**src/rv_macros.svh**
```systemverilog
`ifndef RV_MACROS_SVH
`define RV_MACROS_SVH

// Reset value of the program counter.
`define RV_BOOT_ADDRESS 32'h0000_0000

// Architectural integer registers.
`define RV_REG_COUNT 32

// Watchdog cycles per program row for 20 instructions of up to 8 cycles.
`define RV_TIMEOUT_SCALE (20 * 8)

`endif
```
**src/rv_pkg.sv**
```systemverilog
package rv_pkg;

    // Register form view of an instruction word.
    typedef struct packed {
        logic [6:0] funct7;
        logic [4:0] rs2;
        logic [4:0] rs1;
        logic [2:0] funct3;
        logic [4:0] rd;
        logic [6:0] opcode;
    } instr_r_t;

    // Immediate form view of the same word.
    typedef struct packed {
        logic [11:0] imm12;
        logic [4:0]  rs1;
        logic [2:0]  funct3;
        logic [4:0]  rd;
        logic [6:0]  opcode;
    } instr_i_t;

    typedef union packed {
        instr_r_t r;
        instr_i_t i;
    } instr_t;

    typedef enum logic [6:0] {
        OP_LUI    = 7'b0110111,
        OP_AUIPC  = 7'b0010111,
        OP_JAL    = 7'b1101111,
        OP_JALR   = 7'b1100111,
        OP_BRANCH = 7'b1100011,
        OP_LOAD   = 7'b0000011,
        OP_STORE  = 7'b0100011,
        OP_IMM    = 7'b0010011,
        OP_REG    = 7'b0110011
    } opcode_t;

    // Compare ops drive the branch flag; their result is a - b.
    typedef enum logic [3:0] {
        ALU_ADD, ALU_SUB, ALU_AND, ALU_OR, ALU_XOR,
        ALU_SLL, ALU_SRL, ALU_SRA, ALU_SLT, ALU_SLTU,
        ALU_EQ, ALU_NE, ALU_LT, ALU_GE
    } alu_op_t;

    typedef enum logic {ADDR_PC, ADDR_RESULT} addr_sel_t;
    typedef enum logic [1:0] {SRC_A_PC, SRC_A_OLD_PC, SRC_A_RS1, SRC_A_ZERO} src_a_t;
    typedef enum logic [1:0] {SRC_B_RS2, SRC_B_FOUR, SRC_B_IMM} src_b_t;
    typedef enum logic {WB_RESULT, WB_MEMORY} wb_sel_t;
    typedef enum logic {PC_SRC_ALU, PC_SRC_RESULT} pc_src_t;

    typedef struct packed {
        logic      pc_write;
        logic      pc_write_cond;
        logic      ir_write;
        logic      reg_write;
        addr_sel_t address_sel;
        src_a_t    alu_src_a;
        src_b_t    alu_src_b;
        wb_sel_t   wb_sel;
        pc_src_t   pc_source;
        alu_op_t   alu_op;
    } ctrl_t;

endpackage

```
**src/core.sv**
```systemverilog
`timescale 1ns/1ps
`include "rv_macros.svh"

module core (
    input  logic        clk,
    input  logic        reset,
    input  logic        halt,
    input  logic        memory_response,
    input  logic [31:0] read_data,
    output logic        memory_read,
    output logic        memory_write,
    output logic [31:0] address,
    output logic [31:0] write_data
);
    import rv_pkg::*;

    ctrl_t       ctrl;
    instr_t      ir;
    logic        branch_taken;
    logic        pc_load;
    logic [31:0] pc;
    logic [31:0] old_pc;
    logic [31:0] mdr;
    logic [31:0] rs1_q;
    logic [31:0] rs2_q;
    logic [31:0] alu_result_q;
    logic [31:0] rf_data_1;
    logic [31:0] rf_data_2;
    logic [31:0] immediate;
    logic [31:0] alu_a;
    logic [31:0] alu_b;
    logic [31:0] alu_out;
    logic [31:0] wb_data;
    logic [31:0] pc_next;

    control_unit control_unit_inst (
        .clk             (clk),
        .reset           (reset),
        .halt            (halt),
        .memory_response (memory_response),
        .instr           (ir),
        .branch_taken    (branch_taken),
        .ctrl            (ctrl),
        .memory_read     (memory_read),
        .memory_write    (memory_write)
    );

    register_file register_file_inst (
        .clk          (clk),
        .reset        (reset),
        .write_enable (ctrl.reg_write),
        .read_index_1 (ir.r.rs1),
        .read_index_2 (ir.r.rs2),
        .write_index  (ir.r.rd),
        .write_data   (wb_data),
        .read_data_1  (rf_data_1),
        .read_data_2  (rf_data_2)
    );

    immediate_generator immediate_generator_inst (
        .instr     (ir),
        .immediate (immediate)
    );

    alu alu_inst (
        .op           (ctrl.alu_op),
        .operand_a    (alu_a),
        .operand_b    (alu_b),
        .result       (alu_out),
        .branch_taken (branch_taken)
    );

    always_comb begin
        case (ctrl.alu_src_a)
            SRC_A_PC:     alu_a = pc;
            SRC_A_OLD_PC: alu_a = old_pc;
            SRC_A_RS1:    alu_a = rs1_q;
            default:      alu_a = 32'd0;
        endcase
        case (ctrl.alu_src_b)
            SRC_B_RS2:  alu_b = rs2_q;
            SRC_B_FOUR: alu_b = 32'd4;
            default:    alu_b = immediate;
        endcase
    end

    assign address    = (ctrl.address_sel == ADDR_PC) ? pc : alu_result_q;
    assign write_data = rs2_q;
    assign wb_data    = (ctrl.wb_sel == WB_MEMORY) ? mdr : alu_result_q;
    assign pc_next    = (ctrl.pc_source == PC_SRC_ALU) ? alu_out : alu_result_q;
    assign pc_load    = ctrl.pc_write | (ctrl.pc_write_cond & branch_taken);

    always_ff @(posedge clk) begin
        if (reset) begin
            pc <= `RV_BOOT_ADDRESS;
        end else if (pc_load) begin
            pc <= {pc_next[31:1], 1'b0}; // JALR clears bit 0.
        end
    end

    always_ff @(posedge clk) begin
        if (ctrl.ir_write) begin
            ir     <= instr_t'(read_data);
            old_pc <= pc;
        end
        if (memory_response) begin
            mdr <= read_data;
        end
        rs1_q        <= rf_data_1;
        rs2_q        <= rf_data_2;
        alu_result_q <= alu_out;
    end

endmodule

```
**src/control_unit.sv**
```systemverilog
`timescale 1ns/1ps

module control_unit (
    input  logic           clk,
    input  logic           reset,
    input  logic           halt,
    input  logic           memory_response,
    input  rv_pkg::instr_t instr,
    input  logic           branch_taken,
    output rv_pkg::ctrl_t  ctrl,
    output logic           memory_read,
    output logic           memory_write
);
    import rv_pkg::*;

    typedef enum logic [2:0] {
        S_FETCH, S_DECODE, S_EXECUTE, S_MEMORY, S_WRITEBACK
    } state_t;

    state_t  state;
    opcode_t opcode;
    alu_op_t funct_op;
    alu_op_t branch_op;

    assign opcode = opcode_t'(instr.r.opcode);

    // ALU operation for register and immediate arithmetic.
    always_comb begin
        case (instr.r.funct3)
            3'b000:  funct_op = (opcode == OP_REG && instr.r.funct7[5]) ? ALU_SUB : ALU_ADD;
            3'b001:  funct_op = ALU_SLL;
            3'b010:  funct_op = ALU_SLT;
            3'b011:  funct_op = ALU_SLTU;
            3'b100:  funct_op = ALU_XOR;
            3'b101:  funct_op = instr.r.funct7[5] ? ALU_SRA : ALU_SRL;
            3'b110:  funct_op = ALU_OR;
            default: funct_op = ALU_AND;
        endcase
        case (instr.r.funct3)
            3'b000:  branch_op = ALU_EQ;
            3'b001:  branch_op = ALU_NE;
            3'b100:  branch_op = ALU_LT;
            3'b101:  branch_op = ALU_GE;
            default: branch_op = ALU_ADD; // Flag stays low.
        endcase
    end

    always_comb begin
        ctrl.pc_write      = 1'b0;
        ctrl.pc_write_cond = 1'b0;
        ctrl.ir_write      = 1'b0;
        ctrl.reg_write     = 1'b0;
        ctrl.address_sel   = ADDR_PC;
        ctrl.alu_src_a     = SRC_A_PC;
        ctrl.alu_src_b     = SRC_B_FOUR;
        ctrl.wb_sel        = WB_RESULT;
        ctrl.pc_source     = PC_SRC_ALU;
        ctrl.alu_op        = ALU_ADD;
        case (state)
            S_FETCH: begin
                // PC + 4 lands together with the instruction.
                ctrl.ir_write = memory_read && memory_response;
                ctrl.pc_write = memory_read && memory_response;
            end
            S_DECODE: begin
                // Branch target, or link value for jumps.
                ctrl.alu_src_a = SRC_A_OLD_PC;
                if (opcode != OP_JAL && opcode != OP_JALR) begin
                    ctrl.alu_src_b = SRC_B_IMM;
                end
            end
            S_EXECUTE: begin
                ctrl.alu_src_a = SRC_A_RS1;
                ctrl.alu_src_b = SRC_B_IMM;
                case (opcode)
                    OP_REG: begin
                        ctrl.alu_src_b = SRC_B_RS2;
                        ctrl.alu_op    = funct_op;
                    end
                    OP_IMM:   ctrl.alu_op = funct_op;
                    OP_LUI:   ctrl.alu_src_a = SRC_A_ZERO;
                    OP_AUIPC: ctrl.alu_src_a = SRC_A_OLD_PC;
                    OP_BRANCH: begin
                        ctrl.alu_src_b     = SRC_B_RS2;
                        ctrl.alu_op        = branch_op;
                        ctrl.pc_write_cond = branch_taken;
                        ctrl.pc_source     = PC_SRC_RESULT;
                    end
                    OP_JAL: begin
                        ctrl.alu_src_a = SRC_A_OLD_PC;
                        ctrl.pc_write  = 1'b1;
                        ctrl.reg_write = 1'b1;
                    end
                    OP_JALR: begin
                        ctrl.pc_write  = 1'b1;
                        ctrl.reg_write = 1'b1;
                    end
                    default: ;
                endcase
            end
            S_MEMORY: begin
                // Keep the address computation alive while waiting.
                ctrl.address_sel = ADDR_RESULT;
                ctrl.alu_src_a   = SRC_A_RS1;
                ctrl.alu_src_b   = SRC_B_IMM;
            end
            S_WRITEBACK: begin
                ctrl.reg_write = 1'b1;
                ctrl.wb_sel    = (opcode == OP_LOAD) ? WB_MEMORY : WB_RESULT;
            end
            default: ;
        endcase
    end

    always_ff @(posedge clk) begin
        if (reset) begin
            state        <= S_FETCH;
            memory_read  <= 1'b0;
            memory_write <= 1'b0;
        end else begin
            case (state)
                S_FETCH: begin
                    if (memory_read) begin
                        if (memory_response) begin
                            memory_read <= 1'b0;
                            state       <= S_DECODE;
                        end
                    end else if (!halt) begin
                        memory_read <= 1'b1;
                    end
                end
                S_DECODE: state <= S_EXECUTE;
                S_EXECUTE: begin
                    case (opcode)
                        OP_LOAD: begin
                            memory_read <= 1'b1;
                            state       <= S_MEMORY;
                        end
                        OP_STORE: begin
                            memory_write <= 1'b1;
                            state        <= S_MEMORY;
                        end
                        OP_REG, OP_IMM, OP_LUI, OP_AUIPC: state <= S_WRITEBACK;
                        default: state <= S_FETCH;
                    endcase
                end
                S_MEMORY: begin
                    if (memory_response) begin
                        memory_read  <= 1'b0;
                        memory_write <= 1'b0;
                        state        <= (opcode == OP_LOAD) ? S_WRITEBACK : S_FETCH;
                    end
                end
                default: state <= S_FETCH;
            endcase
        end
    end

endmodule

```
**src/register_file.sv**
```systemverilog
`timescale 1ns/1ps
`include "rv_macros.svh"

module register_file (
    input  logic        clk,
    input  logic        reset,
    input  logic        write_enable,
    input  logic [4:0]  read_index_1,
    input  logic [4:0]  read_index_2,
    input  logic [4:0]  write_index,
    input  logic [31:0] write_data,
    output logic [31:0] read_data_1,
    output logic [31:0] read_data_2
);

    logic [31:0] regs [`RV_REG_COUNT];

    always_ff @(posedge clk) begin
        if (reset) begin
            for (int i = 0; i < `RV_REG_COUNT; i++) begin
                regs[i] <= 32'd0;
            end
        end else if (write_enable && write_index != 5'd0) begin
            regs[write_index] <= write_data;
        end
    end

    // x0 is hardwired.
    assign read_data_1 = (read_index_1 == 5'd0) ? 32'd0 : regs[read_index_1];
    assign read_data_2 = (read_index_2 == 5'd0) ? 32'd0 : regs[read_index_2];

endmodule

```
**src/immediate_generator.sv**
```systemverilog
`timescale 1ns/1ps

module immediate_generator (
    input  rv_pkg::instr_t instr,
    output logic [31:0]    immediate
);
    import rv_pkg::*;

    logic sign;

    assign sign = instr.r.funct7[6];

    always_comb begin
        case (opcode_t'(instr.r.opcode))
            OP_STORE: begin
                immediate = {{20{sign}}, instr.r.funct7, instr.r.rd};
            end
            OP_BRANCH: begin
                immediate = {{20{sign}}, instr.r.rd[0], instr.r.funct7[5:0],
                             instr.r.rd[4:1], 1'b0};
            end
            OP_LUI, OP_AUIPC: begin
                immediate = {instr.i.imm12, instr.i.rs1, instr.i.funct3, 12'd0};
            end
            OP_JAL: begin
                // Bits 19:12 sit where rs1 and funct3 are.
                immediate = {{12{sign}}, instr.i.rs1, instr.i.funct3,
                             instr.i.imm12[0], instr.i.imm12[10:1], 1'b0};
            end
            default: begin
                immediate = {{20{sign}}, instr.i.imm12}; // I format.
            end
        endcase
    end

endmodule

```
**src/alu.sv**
```systemverilog
`timescale 1ns/1ps

module alu (
    input  rv_pkg::alu_op_t op,
    input  logic [31:0]     operand_a,
    input  logic [31:0]     operand_b,
    output logic [31:0]     result,
    output logic            branch_taken
);
    import rv_pkg::*;

    logic [4:0]  shamt;
    logic [31:0] diff;
    logic        equal;
    logic        less_signed;
    logic        less_unsigned;

    assign shamt         = operand_b[4:0];
    assign diff          = operand_a - operand_b;
    assign equal         = (operand_a == operand_b);
    assign less_signed   = ($signed(operand_a) < $signed(operand_b));
    assign less_unsigned = (operand_a < operand_b);

    always_comb begin
        case (op)
            ALU_ADD:  result = operand_a + operand_b;
            ALU_AND:  result = operand_a & operand_b;
            ALU_OR:   result = operand_a | operand_b;
            ALU_XOR:  result = operand_a ^ operand_b;
            ALU_SLL:  result = operand_a << shamt;
            ALU_SRL:  result = operand_a >> shamt;
            ALU_SRA:  result = $unsigned($signed(operand_a) >>> shamt);
            ALU_SLT:  result = {31'd0, less_signed};
            ALU_SLTU: result = {31'd0, less_unsigned};
            default:  result = diff; // SUB and the compares.
        endcase
    end

    always_comb begin
        case (op)
            ALU_EQ:  branch_taken = equal;
            ALU_NE:  branch_taken = !equal;
            ALU_LT:  branch_taken = less_signed;
            ALU_GE:  branch_taken = !less_signed;
            default: branch_taken = 1'b0;
        endcase
    end

endmodule

```
**config.mk**
```make
export PLATFORM = sky130hd
export DESIGN_NAME = core
export DESIGN_NICKNAME = d
export VERILOG_FILES = /design/src/rv_pkg.sv /design/src/core.sv /design/src/control_unit.sv /design/src/register_file.sv /design/src/immediate_generator.sv /design/src/alu.sv
export VERILOG_INCLUDE_DIRS = /design/src
export SDC_FILE = /design/constraint.sdc
export NUM_CORES = 2
export LEC_CHECK = 0
export BUFFER_PORTS_ARGS = -buffer_cell sky130_fd_sc_hd__buf_2
export CAP_MARGIN = 20
export CORE_UTILIZATION = 25
export CTS_CLUSTER_SIZE = 10
export DETAILED_ROUTE_END_ITERATION = 6
export PLACE_DENSITY = 0.42
export REMOVE_ABC_BUFFERS = 1
export SETUP_SLACK_MARGIN = 0.05
export SLEW_MARGIN = 30
export SYNTH_ARGS = -nofsm -noshare
export SYNTH_HDL_FRONTEND = slang
export SYNTH_SLANG_ARGS = --single-unit
```
**constraint.sdc**
```tcl
create_clock -name clk -period 15.1 [get_ports clk]
set_input_delay 2.265 -clock clk [delete_from_list [all_inputs] [get_ports clk]]
set_output_delay 2.265 -clock clk [all_outputs]
set_load 0.005 [all_outputs]
```
==> run_summary.xml <==
<?xml version="1.0" encoding="UTF-8"?>
<metrics>
  <group name="status">
    <metric name="outcome" unit="">completed</metric>
  </group>
  <group name="setup_path">
    <metric name="setup.worst_path.end_class" unit="">flip-flop</metric>
    <metric name="worstReg2RegStart" unit="">ir[4]</metric>
    <metric name="cp_data_required_time" unit="ns">15.76</metric>
    <metric name="worstSetupStartpoint" unit="">ir[4]</metric>
    <metric name="worst_ep_arrival_time" unit="ns">7.91</metric>
    <metric name="timing_worst_setup_path_type" unit="">reg2reg</metric>
    <metric name="worst_setup_path_start_kind" unit="">flip-flop</metric>
    <metric name="critical_path_peak_fanout" unit="">31</metric>
  </group>
  <group name="final_layout">
    <metric name="register_area" unit="mm²">0.0362</metric>
    <metric name="final_net_count" unit="">5603</metric>
    <metric name="postLayoutCellArea" unit="mm²">0.0809</metric>
    <metric name="layout.core_utilization" unit="">0.289</metric>
    <metric name="drive_above_1_share" unit="">0.252</metric>
    <metric name="flow.area_growth_from_synthesis" unit="%">14.4</metric>
    <metric name="post_layout_instance_count_excluding_filler_cells" unit="">9295</metric>
    <metric name="fill_cells" unit="">28400</metric>
    <metric name="multi_input_area" unit="mm²">0.0327</metric>
  </group>
  <group name="clock_tree">
    <metric name="htree_num_levels" unit="">4</metric>
    <metric name="worstSkewPairLatency" unit="ns">0.84</metric>
    <metric name="cts_root_buf" unit="">clkbuf_16</metric>
    <metric name="cts_tree" unit="">yes</metric>
    <metric name="post_cts_resized" unit="">0</metric>
    <metric name="cts.reportedPaths.clkPinSlew" unit="ns">0.06</metric>
    <metric name="post-cts-setup-buffers" unit="">0</metric>
    <metric name="clock_sink_count" unit="">1251</metric>
    <metric name="clockBufferDepth" unit="">3</metric>
    <metric name="hold_buffers" unit="">0</metric>
    <metric name="cts_inserted_buffers" unit="">153</metric>
  </group>
  <group name="routing">
    <metric name="drt_first_iter_violations" unit="">6321</metric>
    <metric name="routed_wire_length_per_instance" unit="µm">33.1</metric>
    <metric name="drt-total-wl" unit="mm">308</metric>
    <metric name="dr.pass1.iters" unit="">6</metric>
    <metric name="via_per_inst" unit="">5.48</metric>
    <metric name="detail-route-antenna-nets" unit="">0</metric>
    <metric name="route.detailed.drc" unit="">0</metric>
    <metric name="vias" unit="">50900</metric>
  </group>
  <group name="timing">
    <metric name="period_minus_slack" unit="ns">7.25</metric>
    <metric name="fin_ws" unit="ns">7.85</metric>
    <metric name="setup-violations-final" unit="">0</metric>
    <metric name="timing.setup.tns" unit="ns">0</metric>
    <metric name="tightest_slew" unit="ns">1.09</metric>
    <metric name="rsz0062_at_grt" unit="">false</metric>
    <metric name="period_share" unit="">0.480</metric>
    <metric name="slew_violations" unit="">0</metric>
    <metric name="hold_violations" unit="">0</metric>
    <metric name="skew" unit="ns">0.0575</metric>
    <metric name="fin_worst_hold_slack" unit="ns">0.538</metric>
    <metric name="slew_headroom" unit="">0.274</metric>
    <metric name="maxClockFrequency" unit="GHz">0.138</metric>
  </group>
  <group name="synth">
    <metric name="netlist_top_cells_count" unit="">nor2_1 (1238), edfxtp_1 (1119), mux4_2 (647), clkbuf_1 (390), nand2_1 (293)</metric>
    <metric name="synth_top_area_share" unit="">0.475</metric>
    <metric name="syn_area_cell" unit="µm²">12.8</metric>
    <metric name="synth-seq-area-share" unit="">0.512</metric>
    <metric name="yosys.area.top_type" unit="">edfxtp_1</metric>
    <metric name="postSynth.asyncResetShare" unit="">0</metric>
    <metric name="number_of_instances_in_the_synthesized_netlist" unit="">5518</metric>
    <metric name="post_synth_num_cell_types" unit="">122</metric>
    <metric name="synth.yosys.warnings" unit="">0</metric>
    <metric name="yosys-top-cells-area" unit="">edfxtp_1 (47%), mux4_2 (21%), nor2_1 (6.6%)</metric>
    <metric name="post-synth-top-count-cell" unit="">nor2_1</metric>
    <metric name="synth-edff-count" unit="">1119</metric>
    <metric name="yosys_most_used_dff" unit="">edfxtp_1</metric>
    <metric name="ys_seq_elements" unit="">1251</metric>
    <metric name="mappedNetlistArea" unit="mm²">0.0708</metric>
  </group>
  <group name="global_route">
    <metric name="grt_max_degree" unit="">94</metric>
    <metric name="global_route_wire_length_before_repair" unit="mm">423</metric>
    <metric name="grt-ovfl-total" unit="">0</metric>
    <metric name="grt_pass1_vias" unit="">50400</metric>
    <metric name="antenna_found_initial" unit="">22</metric>
    <metric name="track_usage" unit="">0.212</metric>
  </group>
  <group name="placed_design">
    <metric name="place.detailed.instances" unit="">9036</metric>
    <metric name="globalplace.congestion" unit="">0.953</metric>
    <metric name="port-buffer-count" unit="">101</metric>
    <metric name="pre_cts_ws" unit="ns">8.05</metric>
    <metric name="dpl_cell_area" unit="mm²">0.0763</metric>
    <metric name="post-dp-hpwl" unit="mm">200</metric>
  </group>
  <group name="die">
    <metric name="design.die.area" unit="mm²">0.285</metric>
    <metric name="placementRows" unit="">194</metric>
    <metric name="floorplan.die.height" unit="µm">534</metric>
    <metric name="fp.dieW" unit="µm">534</metric>
    <metric name="core_region_area" unit="mm²">0.280</metric>
    <metric name="initial_core_util" unit="">0.252</metric>
    <metric name="io_pins" unit="">102</metric>
  </group>
  <group name="job">
    <metric name="timing.max_cap.violations" unit="">0</metric>
  </group>
  <group name="power">
    <metric name="power.ir.vdd_worst" unit="mV">0.107</metric>
    <metric name="finalPower" unit="mW">8.84</metric>
    <metric name="cellPowerDensity" unit="mW/mm²">109</metric>
    <metric name="power_leakage" unit="nW">26.9</metric>
  </group>
  <group name="hold_path">
    <metric name="hp-start" unit="">pc[12]</metric>
    <metric name="worst_hold_path_type" unit="">reg2reg</metric>
  </group>
</metrics>
[layer usage]
layer  routed length (µm)  GRT usage  part of all wire  vias up
met5                    0          0                 0        -
met4                10700     0.0721             0.035        0
met3                21300     0.0309             0.069      446
met2               145000      0.345              0.47     2412
met1               130000      0.288              0.42    27100
li1                     -          -                 -    21000
[registers in the layout, indices dropped and copies added (netlist names)]
signal	flops
alu_result_q	32
control_unit_inst.memory_read	1
control_unit_inst.memory_write	1
control_unit_inst.state	3
ir	32
mdr	32
old_pc	31
pc	31
register_file_inst.regs	1024
rs1_q	32
write_data	32
[worst paths after layout]
path | end | slack (ns) | cells after the start
min reg2reg | old_pc[12] | 0.54 | 0
min | old_pc[12] | 0.54 | 0
max reg2reg | pc[1] | 7.85 | 20
max | pc[1] | 7.85 | 20
[final cells by class]
type / count / share of cell area
Inverter: 107 / 0.00496
Sequential cell: 1251 / 0.448
Timing Repair Buffer: 296 / 0.0283
Tap cell: 3724 / 0.0576
Antenna cell: 5 / 0.000155
Clock buffer: 218 / 0.0504
Clock inverter: 35 / 0.00649
Multi-Input combinational cell: 3659 / 0.404
[placed cells by master, fill, tap and decap left out, types with 27 or more instances in the layout]
master     netlist  routed
edfxtp_1      1119    1119
a22oi_1         29      29
nand2_1        293     241
o21ai_0        119     119
mux4_2         647     647
mux2i_1        195     163
nand2_2          4      56
clkbuf_16        0     153
conb_1           1      32
inv_1           96      96
a21o_1          38      37
nor2_1        1238    1230
a21oi_1        191     189
dfxtp_1        132     131
nor2b_1         27      27
clkbuf_1       390      64
buf_2           40     100
ha_1            97      97
nand3_1         44      35
mux2i_4          3      35
buf_4           13     166
a211oi_1        48      48
mux2_2          45      45
nor3_1          63      60
a221oi_1        35      35
nand4_1         39      39
[report_power, final]
part           internal, mW  switching [mW]  total (mW)  leakage [nW]
combinational         0.445           0.801        1.25          12.2
clock                  1.96            1.56        3.53          2.20
sequential             3.92           0.150        4.07          12.5
total                  6.32            2.51        8.84          26.9
[worst max-delay path, stage by stage, from the launching register on]
cell and delay, ns:
edfxtp_1 0.53, and3b_1 0.42, nand3_2 0.36, a21oi_2 0.56, buf_4 0.33, a221oi_1 0.12, o21ai_2 0.53, ha_1 0.47
nor4_1 0.81, nand4_1 0.31, nor3_1 0.35, nand2_1 0.18, xnor2_1 0.16, o21ai_0 0.21, a21oi_1 0.10, o31ai_1 0.13
a31o_2 0.70, buf_4 0.44, o311ai_1 0.15, o21ai_1 0.11, nor2_1 0.05
[cell families after synthesis]
kind of cell	count (synthesis)	synth area share
AOI/OAI and AO/OA	791	0.0808
xor gates and xnor gates	27	0.00334
adders and majority gates	99	0.0177
buffers and inverters	639	0.0370
DFF	1251	0.512
muxes	891	0.242
other	1	0.0000530
and+or+nand+nor	1819	0.107
Power figures use the tool's default switching activity.
